[src/decode_config.svh]
`ifndef DECODE_CONFIG_SVH
`define DECODE_CONFIG_SVH

// Instruction field positions
`define FLD_OP    31:26
`define FLD_RT    20:16
`define FLD_FUNCT 5:0

// Primary opcodes
`define OP_RTYPE  6'b000000
`define OP_REGIMM 6'b000001
`define OP_J      6'b000010
`define OP_JAL    6'b000011
`define OP_BEQ    6'b000100
`define OP_BNE    6'b000101
`define OP_BLEZ   6'b000110
`define OP_BGTZ   6'b000111
`define OP_ADDI   6'b001000
`define OP_ADDIU  6'b001001
`define OP_SLTI   6'b001010
`define OP_SLTIU  6'b001011
`define OP_ANDI   6'b001100
`define OP_ORI    6'b001101
`define OP_XORI   6'b001110
`define OP_LUI    6'b001111
`define OP_LB     6'b100000
`define OP_LH     6'b100001
`define OP_LW     6'b100011
`define OP_LBU    6'b100100
`define OP_LHU    6'b100101
`define OP_SB     6'b101000
`define OP_SH     6'b101001
`define OP_SW     6'b101011

// R-type function codes
`define FN_SLL     6'b000000
`define FN_SRL     6'b000010
`define FN_SRA     6'b000011
`define FN_SLLV    6'b000100
`define FN_SRLV    6'b000110
`define FN_SRAV    6'b000111
`define FN_JR      6'b001000
`define FN_JALR    6'b001001
`define FN_SYSCALL 6'b001100
`define FN_BREAK   6'b001101
`define FN_ADD     6'b100000
`define FN_ADDU    6'b100001
`define FN_SUB     6'b100010
`define FN_SUBU    6'b100011
`define FN_AND     6'b100100
`define FN_OR      6'b100101
`define FN_XOR     6'b100110
`define FN_NOR     6'b100111
`define FN_SLT     6'b101010
`define FN_SLTU    6'b101011

// REGIMM branches, selected by the rt field
`define RT_BLTZ   5'b00000
`define RT_BGEZ   5'b00001
`define RT_BLTZAL 5'b10000
`define RT_BGEZAL 5'b10001

`define ALU_ADD  5'd0
`define ALU_SUB  5'd1
`define ALU_OR   5'd2
`define ALU_AND  5'd3
`define ALU_NOR  5'd4
`define ALU_XOR  5'd5
`define ALU_SLL  5'd6
`define ALU_SRL  5'd7
`define ALU_SRA  5'd8
`define ALU_SLT  5'd9
`define ALU_SLTU 5'd10
`define ALU_ADDU 5'd12
`define ALU_SUBU 5'd16
`define ALU_NONE 5'd31 // No ALU work

`define EXC_NONE 5'd0
`define EXC_SYS  5'd8
`define EXC_BP   5'd9
`define EXC_RI   5'd10

`define REG_RA 5'd31 // Link register

`define EXT_ZERO  2'd0
`define EXT_SIGN  2'd1
`define EXT_UPPER 2'd2 // Immediate into the upper half
`define NPC_SEQ    2'd0
`define NPC_BRANCH 2'd1
`define NPC_JIMM   2'd2
`define NPC_JREG   2'd3
`define DM_SB  3'd0
`define DM_SH  3'd1
`define DM_SW  3'd2
`define DM_LBU 3'd3
`define DM_LB  3'd4
`define DM_LHU 3'd5
`define DM_LH  3'd6
`define DM_LW  3'd7
`define DEST_RT 2'd0
`define DEST_RD 2'd1
`define DEST_RA 2'd2
`define WB_LUI 3'd1
`define WB_ALU 3'd2
`define WB_RA  3'd3 // Return address
`define WB_MEM 3'd4

`endif

[src/decodePkg.sv]
package decodePkg;

	typedef logic [31:0] word_t;   // Instruction or operand word
	typedef logic [5:0] opcode_t;
	typedef logic [5:0] funct_t;
	typedef logic [4:0] regAddr_t;
	typedef logic [4:0] aluOp_t;
	typedef logic [1:0] extOp_t;   // Zero, sign or upper
	typedef logic [1:0] npcOp_t;   // Sequential, taken, jump imm, jump reg
	typedef logic [2:0] dmSel_t;   // Access size and signedness
	typedef logic [1:0] destSel_t; // rt, rd or r31
	typedef logic [2:0] wbSel_t;
	typedef logic [4:0] excCode_t;

endpackage

[src/aluDecode.sv]
`timescale 1ns/1ps
`include "decode_config.svh"

module aluDecode (
	input  decodePkg::opcode_t opcode,
	input  decodePkg::funct_t  funct,
	output decodePkg::aluOp_t  aluOp,
	output logic               shiftByShamt,
	output decodePkg::extOp_t  extOp
);

	// Constant shifts take the amount from shamt, variable ones from rs
	assign shiftByShamt = (opcode == `OP_RTYPE) &&
		(funct == `FN_SLL || funct == `FN_SRL || funct == `FN_SRA);

	always_comb begin
		aluOp = `ALU_NONE;
		if (opcode == `OP_RTYPE) begin
			case (funct)
				`FN_ADD:            aluOp = `ALU_ADD;
				`FN_ADDU:           aluOp = `ALU_ADDU;
				`FN_SUB:            aluOp = `ALU_SUB;
				`FN_SUBU:           aluOp = `ALU_SUBU;
				`FN_AND:            aluOp = `ALU_AND;
				`FN_OR:             aluOp = `ALU_OR;
				`FN_XOR:            aluOp = `ALU_XOR;
				`FN_NOR:            aluOp = `ALU_NOR;
				`FN_SLT:            aluOp = `ALU_SLT;
				`FN_SLTU:           aluOp = `ALU_SLTU;
				`FN_SLL, `FN_SLLV:  aluOp = `ALU_SLL;
				`FN_SRL, `FN_SRLV:  aluOp = `ALU_SRL;
				`FN_SRA, `FN_SRAV:  aluOp = `ALU_SRA;
				default:            aluOp = `ALU_NONE; // JR, JALR, traps to OS
			endcase
		end else begin
			case (opcode)
				`OP_ADDI:           aluOp = `ALU_ADD;
				`OP_ADDIU:          aluOp = `ALU_ADDU;
				`OP_SLTI:           aluOp = `ALU_SLT;
				`OP_SLTIU:          aluOp = `ALU_SLTU;
				`OP_ANDI:           aluOp = `ALU_AND;
				`OP_ORI:            aluOp = `ALU_OR;
				`OP_XORI:           aluOp = `ALU_XOR;
				`OP_LB, `OP_LBU, `OP_LH, `OP_LHU, `OP_LW,
				`OP_SB, `OP_SH, `OP_SW: aluOp = `ALU_ADD; // Address base plus offset
				default:            aluOp = `ALU_NONE;
			endcase
		end
	end

	always_comb begin
		case (opcode)
			`OP_ADDI, `OP_ADDIU, `OP_SLTI, `OP_SLTIU,
			`OP_LB, `OP_LBU, `OP_LH, `OP_LHU, `OP_LW,
			`OP_SB, `OP_SH, `OP_SW:   extOp = `EXT_SIGN;
			`OP_LUI:                  extOp = `EXT_UPPER;
			default:                  extOp = `EXT_ZERO; // Logical immediates
		endcase
	end

endmodule

[src/memDecode.sv]
`timescale 1ns/1ps
`include "decode_config.svh"

module memDecode (
	input  decodePkg::opcode_t opcode,
	output logic               memRead,
	output logic               memWrite,
	output decodePkg::dmSel_t  dmSel
);

	assign memRead  = opcode inside {`OP_LB, `OP_LBU, `OP_LH, `OP_LHU, `OP_LW};
	assign memWrite = opcode inside {`OP_SB, `OP_SH, `OP_SW};

	always_comb begin
		case (opcode)
			`OP_SB:  dmSel = `DM_SB;
			`OP_SH:  dmSel = `DM_SH;
			`OP_SW:  dmSel = `DM_SW;
			`OP_LBU: dmSel = `DM_LBU;
			`OP_LB:  dmSel = `DM_LB;
			`OP_LHU: dmSel = `DM_LHU;
			`OP_LH:  dmSel = `DM_LH;
			default: dmSel = `DM_LW; // Full word also when nothing is accessed
		endcase
	end

endmodule

[src/branchResolve.sv]
`timescale 1ns/1ps
`include "decode_config.svh"

module branchResolve (
	input  decodePkg::opcode_t  opcode,
	input  decodePkg::funct_t   funct,
	input  decodePkg::regAddr_t rt,
	input  decodePkg::word_t    rsVal,
	input  decodePkg::word_t    rtVal,
	output logic                isBranch,
	output decodePkg::npcOp_t   npcOp
);

	logic equal;
	logic rsNeg;
	logic rsZero;
	logic isJumpImm;
	logic isJumpReg;
	logic isRegimmBr;
	logic taken;

	assign equal  = (rsVal == rtVal);
	assign rsNeg  = rsVal[31];
	assign rsZero = (rsVal == '0);

	assign isJumpImm  = (opcode == `OP_J) || (opcode == `OP_JAL);
	assign isJumpReg  = (opcode == `OP_RTYPE) && (funct == `FN_JR || funct == `FN_JALR);
	assign isRegimmBr = (opcode == `OP_REGIMM) &&
		(rt inside {`RT_BLTZ, `RT_BGEZ, `RT_BLTZAL, `RT_BGEZAL});

	always_comb begin
		case (opcode)
			`OP_BEQ:    taken = equal;
			`OP_BNE:    taken = !equal;
			`OP_BLEZ:   taken = rsNeg || rsZero;
			`OP_BGTZ:   taken = !rsNeg && !rsZero;
			// rt bit 0 tells the BGEZ forms from the BLTZ forms
			`OP_REGIMM: taken = isRegimmBr && (rt[0] ? !rsNeg : rsNeg);
			default:    taken = 1'b0;
		endcase
	end

	assign isBranch = isJumpImm || isJumpReg || isRegimmBr ||
		(opcode inside {`OP_BEQ, `OP_BNE, `OP_BLEZ, `OP_BGTZ});

	always_comb begin
		if (isJumpImm)
			npcOp = `NPC_JIMM;
		else if (isJumpReg)
			npcOp = `NPC_JREG; // Target from rs
		else if (taken)
			npcOp = `NPC_BRANCH;
		else
			npcOp = `NPC_SEQ;
	end

endmodule

[src/regWriteDecode.sv]
`timescale 1ns/1ps
`include "decode_config.svh"

module regWriteDecode (
	input  decodePkg::opcode_t  opcode,
	input  decodePkg::funct_t   funct,
	input  decodePkg::regAddr_t rt,
	output logic                regWrite,
	output decodePkg::destSel_t destSel,
	output decodePkg::wbSel_t   wbSel
);

	logic isRtype;
	logic rtypeWrite;
	logic isLoad;
	logic isLinkRegimm;
	logic immWrite;

	assign isRtype    = (opcode == `OP_RTYPE);
	assign rtypeWrite = funct inside {`FN_ADD, `FN_ADDU, `FN_SUB, `FN_SUBU,
		`FN_AND, `FN_OR, `FN_XOR, `FN_NOR, `FN_SLT, `FN_SLTU,
		`FN_SLL, `FN_SRL, `FN_SRA, `FN_SLLV, `FN_SRLV, `FN_SRAV, `FN_JALR};
	assign isLoad = opcode inside {`OP_LB, `OP_LBU, `OP_LH, `OP_LHU, `OP_LW};
	assign isLinkRegimm = (opcode == `OP_REGIMM) && (rt == `RT_BGEZAL || rt == `RT_BLTZAL);
	assign immWrite = opcode inside {`OP_ADDI, `OP_ADDIU, `OP_SLTI, `OP_SLTIU,
		`OP_ANDI, `OP_ORI, `OP_XORI, `OP_LUI};

	assign regWrite = (isRtype && rtypeWrite) || immWrite || isLoad ||
		isLinkRegimm || (opcode == `OP_JAL);

	always_comb begin
		if (isRtype)
			destSel = `DEST_RD;
		else if (opcode == `OP_JAL || isLinkRegimm)
			destSel = `DEST_RA; // Link into r31
		else
			destSel = `DEST_RT;
	end

	always_comb begin
		if (isLoad)
			wbSel = `WB_MEM;
		else if (opcode == `OP_LUI)
			wbSel = `WB_LUI;
		else if (opcode == `OP_JAL || isLinkRegimm || (isRtype && funct == `FN_JALR))
			wbSel = `WB_RA;
		else
			wbSel = `WB_ALU;
	end

endmodule

[src/excDetect.sv]
`timescale 1ns/1ps
`include "decode_config.svh"

module excDetect (
	input  decodePkg::opcode_t  opcode,
	input  decodePkg::funct_t   funct,
	input  logic                regWrite,
	input  logic                memWrite,
	input  logic                isBranch,
	output logic                exception,
	output decodePkg::excCode_t excCode
);

	logic isSyscall;
	logic isBreak;
	logic recognized;

	assign isSyscall  = (opcode == `OP_RTYPE) && (funct == `FN_SYSCALL);
	assign isBreak    = (opcode == `OP_RTYPE) && (funct == `FN_BREAK);
	// Anything the other units act on counts as a valid instruction
	assign recognized = regWrite || memWrite || isBranch || isSyscall || isBreak;

	always_comb begin
		exception = 1'b1;
		if (!recognized)
			excCode = `EXC_RI;
		else if (isBreak)
			excCode = `EXC_BP;
		else if (isSyscall)
			excCode = `EXC_SYS;
		else begin
			exception = 1'b0;
			excCode = `EXC_NONE;
		end
	end

endmodule

[src/decodeStage.sv]
`timescale 1ns/1ps
`include "decode_config.svh"

module decodeStage (
	input  logic                clk,
	input  logic                rst,
	input  logic                req,
	output logic                ack,
	input  decodePkg::aluOp_t   aluOpDec,
	input  logic                shiftByShamtDec,
	input  decodePkg::extOp_t   extOpDec,
	input  logic                memReadDec,
	input  logic                memWriteDec,
	input  decodePkg::dmSel_t   dmSelDec,
	input  logic                regWriteDec,
	input  decodePkg::destSel_t destSelDec,
	input  decodePkg::wbSel_t   wbSelDec,
	input  decodePkg::npcOp_t   npcOpDec,
	input  logic                isBranchDec,
	input  logic                exceptionDec,
	input  decodePkg::excCode_t excCodeDec,
	output decodePkg::aluOp_t   aluOp,
	output logic                shiftByShamt,
	output decodePkg::extOp_t   extOp,
	output logic                memRead,
	output logic                memWrite,
	output decodePkg::dmSel_t   dmSel,
	output logic                regWrite,
	output decodePkg::destSel_t destSel,
	output decodePkg::wbSel_t   wbSel,
	output decodePkg::npcOp_t   npcOp,
	output logic                isBranch,
	output logic                inDelaySlot,
	output logic                exception,
	output decodePkg::excCode_t excCode
);

	typedef enum logic {
		Idle,  // Waiting for req
		Acked  // Word held and ack high until req drops
	} hsState_t;

	hsState_t state;
	logic capture;

	assign capture = (state == Idle) && req;
	assign ack = (state == Acked);

	always_ff @(posedge clk) begin
		if (!rst) begin
			state <= Idle;
			regWrite <= 1'b0;
			memRead <= 1'b0;
			memWrite <= 1'b0;
			npcOp <= `NPC_SEQ;
			isBranch <= 1'b0;
			inDelaySlot <= 1'b0;
			exception <= 1'b0;
			excCode <= `EXC_NONE;
		end else if (capture) begin
			state <= Acked;
			regWrite <= regWriteDec;
			memRead <= memReadDec;
			memWrite <= memWriteDec;
			npcOp <= npcOpDec;
			isBranch <= isBranchDec;
			inDelaySlot <= isBranch; // Still the flag of the previous word
			exception <= exceptionDec;
			excCode <= excCodeDec;
		end else if (state == Acked && !req) begin
			state <= Idle;
		end
	end

	always_ff @(posedge clk) begin
		if (capture) begin
			aluOp <= aluOpDec;
			shiftByShamt <= shiftByShamtDec;
			extOp <= extOpDec;
			dmSel <= dmSelDec;
			destSel <= destSelDec;
			wbSel <= wbSelDec;
		end
	end

endmodule

[src/idDecode.sv]
`timescale 1ns/1ps
`include "decode_config.svh"

module idDecode (
	input  logic                clk,
	input  logic                rst,
	input  logic                req,
	output logic                ack,
	input  decodePkg::word_t    instr,
	input  decodePkg::word_t    rsVal,
	input  decodePkg::word_t    rtVal,
	output decodePkg::aluOp_t   aluOp,
	output logic                shiftByShamt,
	output decodePkg::extOp_t   extOp,
	output logic                memRead,
	output logic                memWrite,
	output decodePkg::dmSel_t   dmSel,
	output logic                regWrite,
	output decodePkg::destSel_t destSel,
	output decodePkg::wbSel_t   wbSel,
	output decodePkg::npcOp_t   npcOp,
	output logic                isBranch,
	output logic                inDelaySlot,
	output logic                exception,
	output decodePkg::excCode_t excCode
);
	import decodePkg::*;

	opcode_t  opcode;
	funct_t   funct;
	regAddr_t rt;
	aluOp_t   aluOpDec;
	logic     shiftByShamtDec;
	extOp_t   extOpDec;
	logic     memReadDec;
	logic     memWriteDec;
	dmSel_t   dmSelDec;
	logic     regWriteDec;
	destSel_t destSelDec;
	wbSel_t   wbSelDec;
	npcOp_t   npcOpDec;
	logic     isBranchDec;
	logic     exceptionDec;
	excCode_t excCodeDec;

	assign opcode = instr[`FLD_OP];
	assign rt     = instr[`FLD_RT]; // REGIMM selector
	assign funct  = instr[`FLD_FUNCT];

	aluDecode u_aluDecode (
		.opcode(opcode), .funct(funct),
		.aluOp(aluOpDec), .shiftByShamt(shiftByShamtDec), .extOp(extOpDec)
	);
	memDecode u_memDecode (
		.opcode(opcode), .memRead(memReadDec), .memWrite(memWriteDec), .dmSel(dmSelDec)
	);
	branchResolve u_branchResolve (
		.opcode(opcode), .funct(funct), .rt(rt), .rsVal(rsVal), .rtVal(rtVal),
		.isBranch(isBranchDec), .npcOp(npcOpDec)
	);
	regWriteDecode u_regWriteDecode (
		.opcode(opcode), .funct(funct), .rt(rt),
		.regWrite(regWriteDec), .destSel(destSelDec), .wbSel(wbSelDec)
	);
	excDetect u_excDetect (
		.opcode(opcode), .funct(funct),
		.regWrite(regWriteDec), .memWrite(memWriteDec), .isBranch(isBranchDec),
		.exception(exceptionDec), .excCode(excCodeDec)
	);

	// Handshake controller and output register
	decodeStage u_decodeStage (.*);

endmodule

[config.mk]
export PLATFORM = sky130hd
export DESIGN_NAME = idDecode
export DESIGN_NICKNAME = d
export VERILOG_FILES = /design/src/decodePkg.sv /design/src/aluDecode.sv /design/src/memDecode.sv /design/src/branchResolve.sv /design/src/regWriteDecode.sv /design/src/excDetect.sv /design/src/decodeStage.sv /design/src/idDecode.sv
export VERILOG_INCLUDE_DIRS = /design/src
export SDC_FILE = /design/constraint.sdc
export NUM_CORES = 1
export LEC_CHECK = 0
export BUFFER_PORTS_ARGS = -buffer_cell sky130_fd_sc_hd__buf_2
export CORE_MARGIN = 2
export CORE_UTILIZATION = 44
export CTS_CLUSTER_DIAMETER = 200
export DETAILED_ROUTE_END_ITERATION = 7
export PLACE_DENSITY = 0.81
export SLEW_MARGIN = 20
export SYNTH_ARGS = -nofsm -noshare
export SYNTH_HDL_FRONTEND = slang
export SYNTH_SLANG_ARGS = --single-unit
[constraint.sdc]
create_clock -name clk -period 2 [get_ports clk]
set_clock_uncertainty 0.05 [all_clocks]
set_input_delay 0.1 -clock clk [delete_from_list [all_inputs] [get_ports clk]]
set_output_delay 0.1 -clock clk [all_outputs]
set_load 0.02 [all_outputs]
==> impl_metrics.csv <==
group,metric,value,unit
cts,clkLatencyLatePin,0.27,ns
setup_path,slowest_delay,0.43,ns
synthesis,synth-simple-area-share,0.253,
grt,antenna_found_initial,0,
setup_path,worstSetupPathType,"reg2reg",
min_path,min_from,"rst",
timing,setup_violations,0,
routing,first_iter_violations,215,
cts,cts-root-buf,"clkbuf_8",
setup_path,crit_slowest_cell,"ha_1",
finish,final-instance-count-excl-fill,426,
job,cap_viol_max_count,0,
synthesis,syn_area,2200,um^2
cts,clkSlewWorstSetupHoldPaths,0.09,ns
finish,final_common_cell,"buf_2",
grt,grt_use_met3,0.0375,
grt,top_usage_layer,"met2",
setup_path,critPathMostFrequentCell,"o21ai_0",
finish,layout-drive-gt1-share,0.373,
cts,cts_buffers,3,
timing,finalCritPeriodShare,0.803,
timing,rsz0062_at_grt,"false",
synthesis,ys_seq_area_frac,0.318,
placed_design,port-buffer-count,111,
setup_path,cp-start-kind,"flip-flop",
synthesis,syn-mean-instance-area,8.74,um^2
floorplan,dieArea,5590,um^2
timing,max_freq,0.622,GHz
setup_path,crit_fanout,8,
routing,ant_nets,0,
timing,tightest_slew,0.553,ns
grt,gr-usage-met1,0.304,
power,ir_drop,312,uV
finish,mostFrequentLayoutCells,"buf_2, xor2_1, nor2_1",
floorplan,die_y,74.7,um
outcome,status,"finished clean",
setup_path,cp.arrival,1.75,ns
timing,final-max-slew-violation-count,0,
cts,clk_path_buf_depth,2,
min_path,hold_path_depth,2,
setup_path,crit_chain,"inv_1 -> ha_1 -> o21ai_0 -> nor4_1 -> mux2i_1 -> o21ai_0",
synthesis,synth_fa_ha_area_frac,0.0284,
floorplan,io_pins,129,
placed_design,hpwl,5050,um
synthesis,synthArstFlopShare,0,
min_path,whs_endpoint,"u_decodeStage.exception$_SDFFE_PN0P_",
routing,viasPerCell,5.39,
routing,wire_per_inst,14.2,um
setup_path,critPathTopFamily,"adder cells",
cts,ctsResizeCount,0,
grt,grt_overflow,0,
synthesis,synth-xor-area-share,0.143,
setup_path,worstPathRequired,2.15,ns
synthesis,yosysWarnings,0,
grt,grt_max_degree,26,
synthesis,synth_edf_count,16,
cts,cts_tree,"yes",
synthesis,synth_top_family_by_area,"simple AND/OR/NAND/NOR gates",
placed_design,dp_slack,0.192,ns
grt,grt_use_total,0.220,
setup_path,crit_buf_inv,1,
floorplan,fp.coreArea,4790,um^2
floorplan,rows,25,
finish,final_nets,464,
synthesis,synth.distinct_cells,50,
placed_design,place_inst,422,
floorplan,die_w,74.7,um
routing,via_count,2298,
synthesis,synth.mux.area_fraction,0.0273,
routing,totalWireLength,6040,um
grt,gr-usage-met2,0.364,
timing,final.setup.tns,0,ns
timing,fin_ws,0.394,ns
power,power_density,479,nW/um^2
routing,drc,0,
finish,syn_to_final_growth,29.9,%
finish,antenna_cells,0,
power,p_leak,1.24,nW
cts,htree_levels,1,
synthesis,synth-compound-area-share,0.168,
placed_design,gp_congestion,0.884,
min_path,hp-class,"in2reg",
timing,min_period,1.61,ns
timing,hold_viol_final,0,
timing,slew_headroom,0.629,
floorplan,start_util,0.460,
cts,hold_buffers,0,
setup_path,worstReg2RegStart,"u_decodeStage.ack$_SDFFE_PN0P_",
cts,cts_setup_buffers,0,
grt,grt_pass1_vias,2059,
routing,drt-pass1-iter-count,4,
synthesis,synthCells,252,
setup_path,end_kind,"flip-flop",
timing,holdWs,0.0730,ns
cts,cts.sinks,27,
grt,grt_pass1_wl,9600,um
setup_path,r2r_slack,0.39,ns
setup_path,crit-reg2reg-capture,"u_decodeStage.npcOp[0]$_SDFFE_PN0P_",
setup_path,reg2reg_depth,6,
synthesis,synth_flop_cell,"edfxtp_1",
setup_path,critPathLaunch,"u_decodeStage.ack$_SDFFE_PN0P_",
synthesis,synth_seq_cells,27,
[cells by family (layout without fill, tap and decap cells)]
| kind of cell | Yosys count | after routing |
|---|---|---|
| AOI/OAI and AO/OA | 54 | 54 |
| xor gates and xnor gates | 36 | 36 |
| DFF | 27 | 27 |
| muxes | 6 | 6 |
| adders and majority gates | 5 | 5 |
| and+or+nand+nor | 96 | 96 |
| buffers and inverters | 27 | 133 |
| other | 1 | 2 |
[synth_stat cells, types with 5 or more instances]
cell / n / area, um^2
dfxtp_1: 11 / 220
nor3_1: 7 / 35.0
a221oi_1: 5 / 43.8
or3_1: 5 / 31.3
nand2_1: 13 / 48.8
o21ai_0: 13 / 65.1
a21oi_1: 12 / 60.1
nand4_1: 6 / 37.5
a211oi_1: 5 / 37.5
nor4_1: 21 / 131
inv_1: 9 / 33.8
nor2_1: 23 / 86.3
xor2_1: 33 / 289
mux2i_1: 6 / 60.1
edfxtp_1: 16 / 480
ha_1: 5 / 62.6
[worst max path at each step]
stage	slack [ns]	depth (start not counted)	end
finish	0.39	6	u_decodeStage.npcOp[0]$_SDFFE_PN0P_
floorplan	0.15	5	u_decodeStage.inDelaySlot$_SDFFE_PN0P_
CTS	0.41	6	u_decodeStage.npcOp[0]$_SDFFE_PN0P_
global placement	0.24	9	u_decodeStage.exception$_SDFFE_PN0P_
detailed placement	0.19	9	u_decodeStage.exception$_SDFFE_PN0P_
global route	0.27	9	u_decodeStage.exception$_SDFFE_PN0P_
[where the power goes]
group	switching [W]	internal [W]
combinational	0.000261	0.000186
sequential	0.00000865	0.000620
clock	0.000151	0.000142
total	0.000421	0.000948
[sequential cells by signal (all words and copies together), names as in the netlist]
register	flops
u_decodeStage.aluOp	5
u_decodeStage.dmSel	3
u_decodeStage.wbSel	3
u_decodeStage.destSel	2
u_decodeStage.excCode	2
u_decodeStage.extOp	2
u_decodeStage.npcOp	2
u_decodeStage.ack	1
u_decodeStage.exception	1
u_decodeStage.inDelaySlot	1
u_decodeStage.isBranch	1
u_decodeStage.memRead	1
u_decodeStage.memWrite	1
u_decodeStage.regWrite	1
u_decodeStage.shiftByShamt	1
[stage by stage]
step / total power [W] / cell area [um^2] / utilization
after global placement: 0.00107 / 2820 / 0.588
final: 0.00137 / 2860 / 0.598
after floorplan: 0.000905 / 2210 / -
after CTS: 0.00138 / 2860 / 0.598
after detailed placement: 0.00109 / 2820 / 0.588
after global routing: 0.00145 / 2860 / 0.598
[routing by layer]
layer,vias to the layer above,part of all wire
met5,-,0
met4,0,0.012
met3,8,0.062
met2,89,0.49
met1,1056,0.44
li1,1145,-
[worst reg2reg max path, delay by kind of cell, from the launching register on]
family | cells | cell delay, ns
AO/OA/AOI/OAI | 2 | 0.30
adder cells (fa/ha/maj) | 1 | 0.43
buffers and inverters | 1 | 0.05
flip-flops | 1 | 0.33
multiplexers | 1 | 0.11
AND/OR/NAND/NOR | 1 | 0.27
[area by class of cell]
class                           instances  area (um^2)
Tap cell                               67         83.8
Timing Repair Buffer                  117          613
Multi-Input combinational cell        199         1370
Inverter                               12         45.0
Clock buffer                            4         45.0
Fill cell                             442         1930
Sequential cell                        27          701
Power figures use the tool's default switching activity.
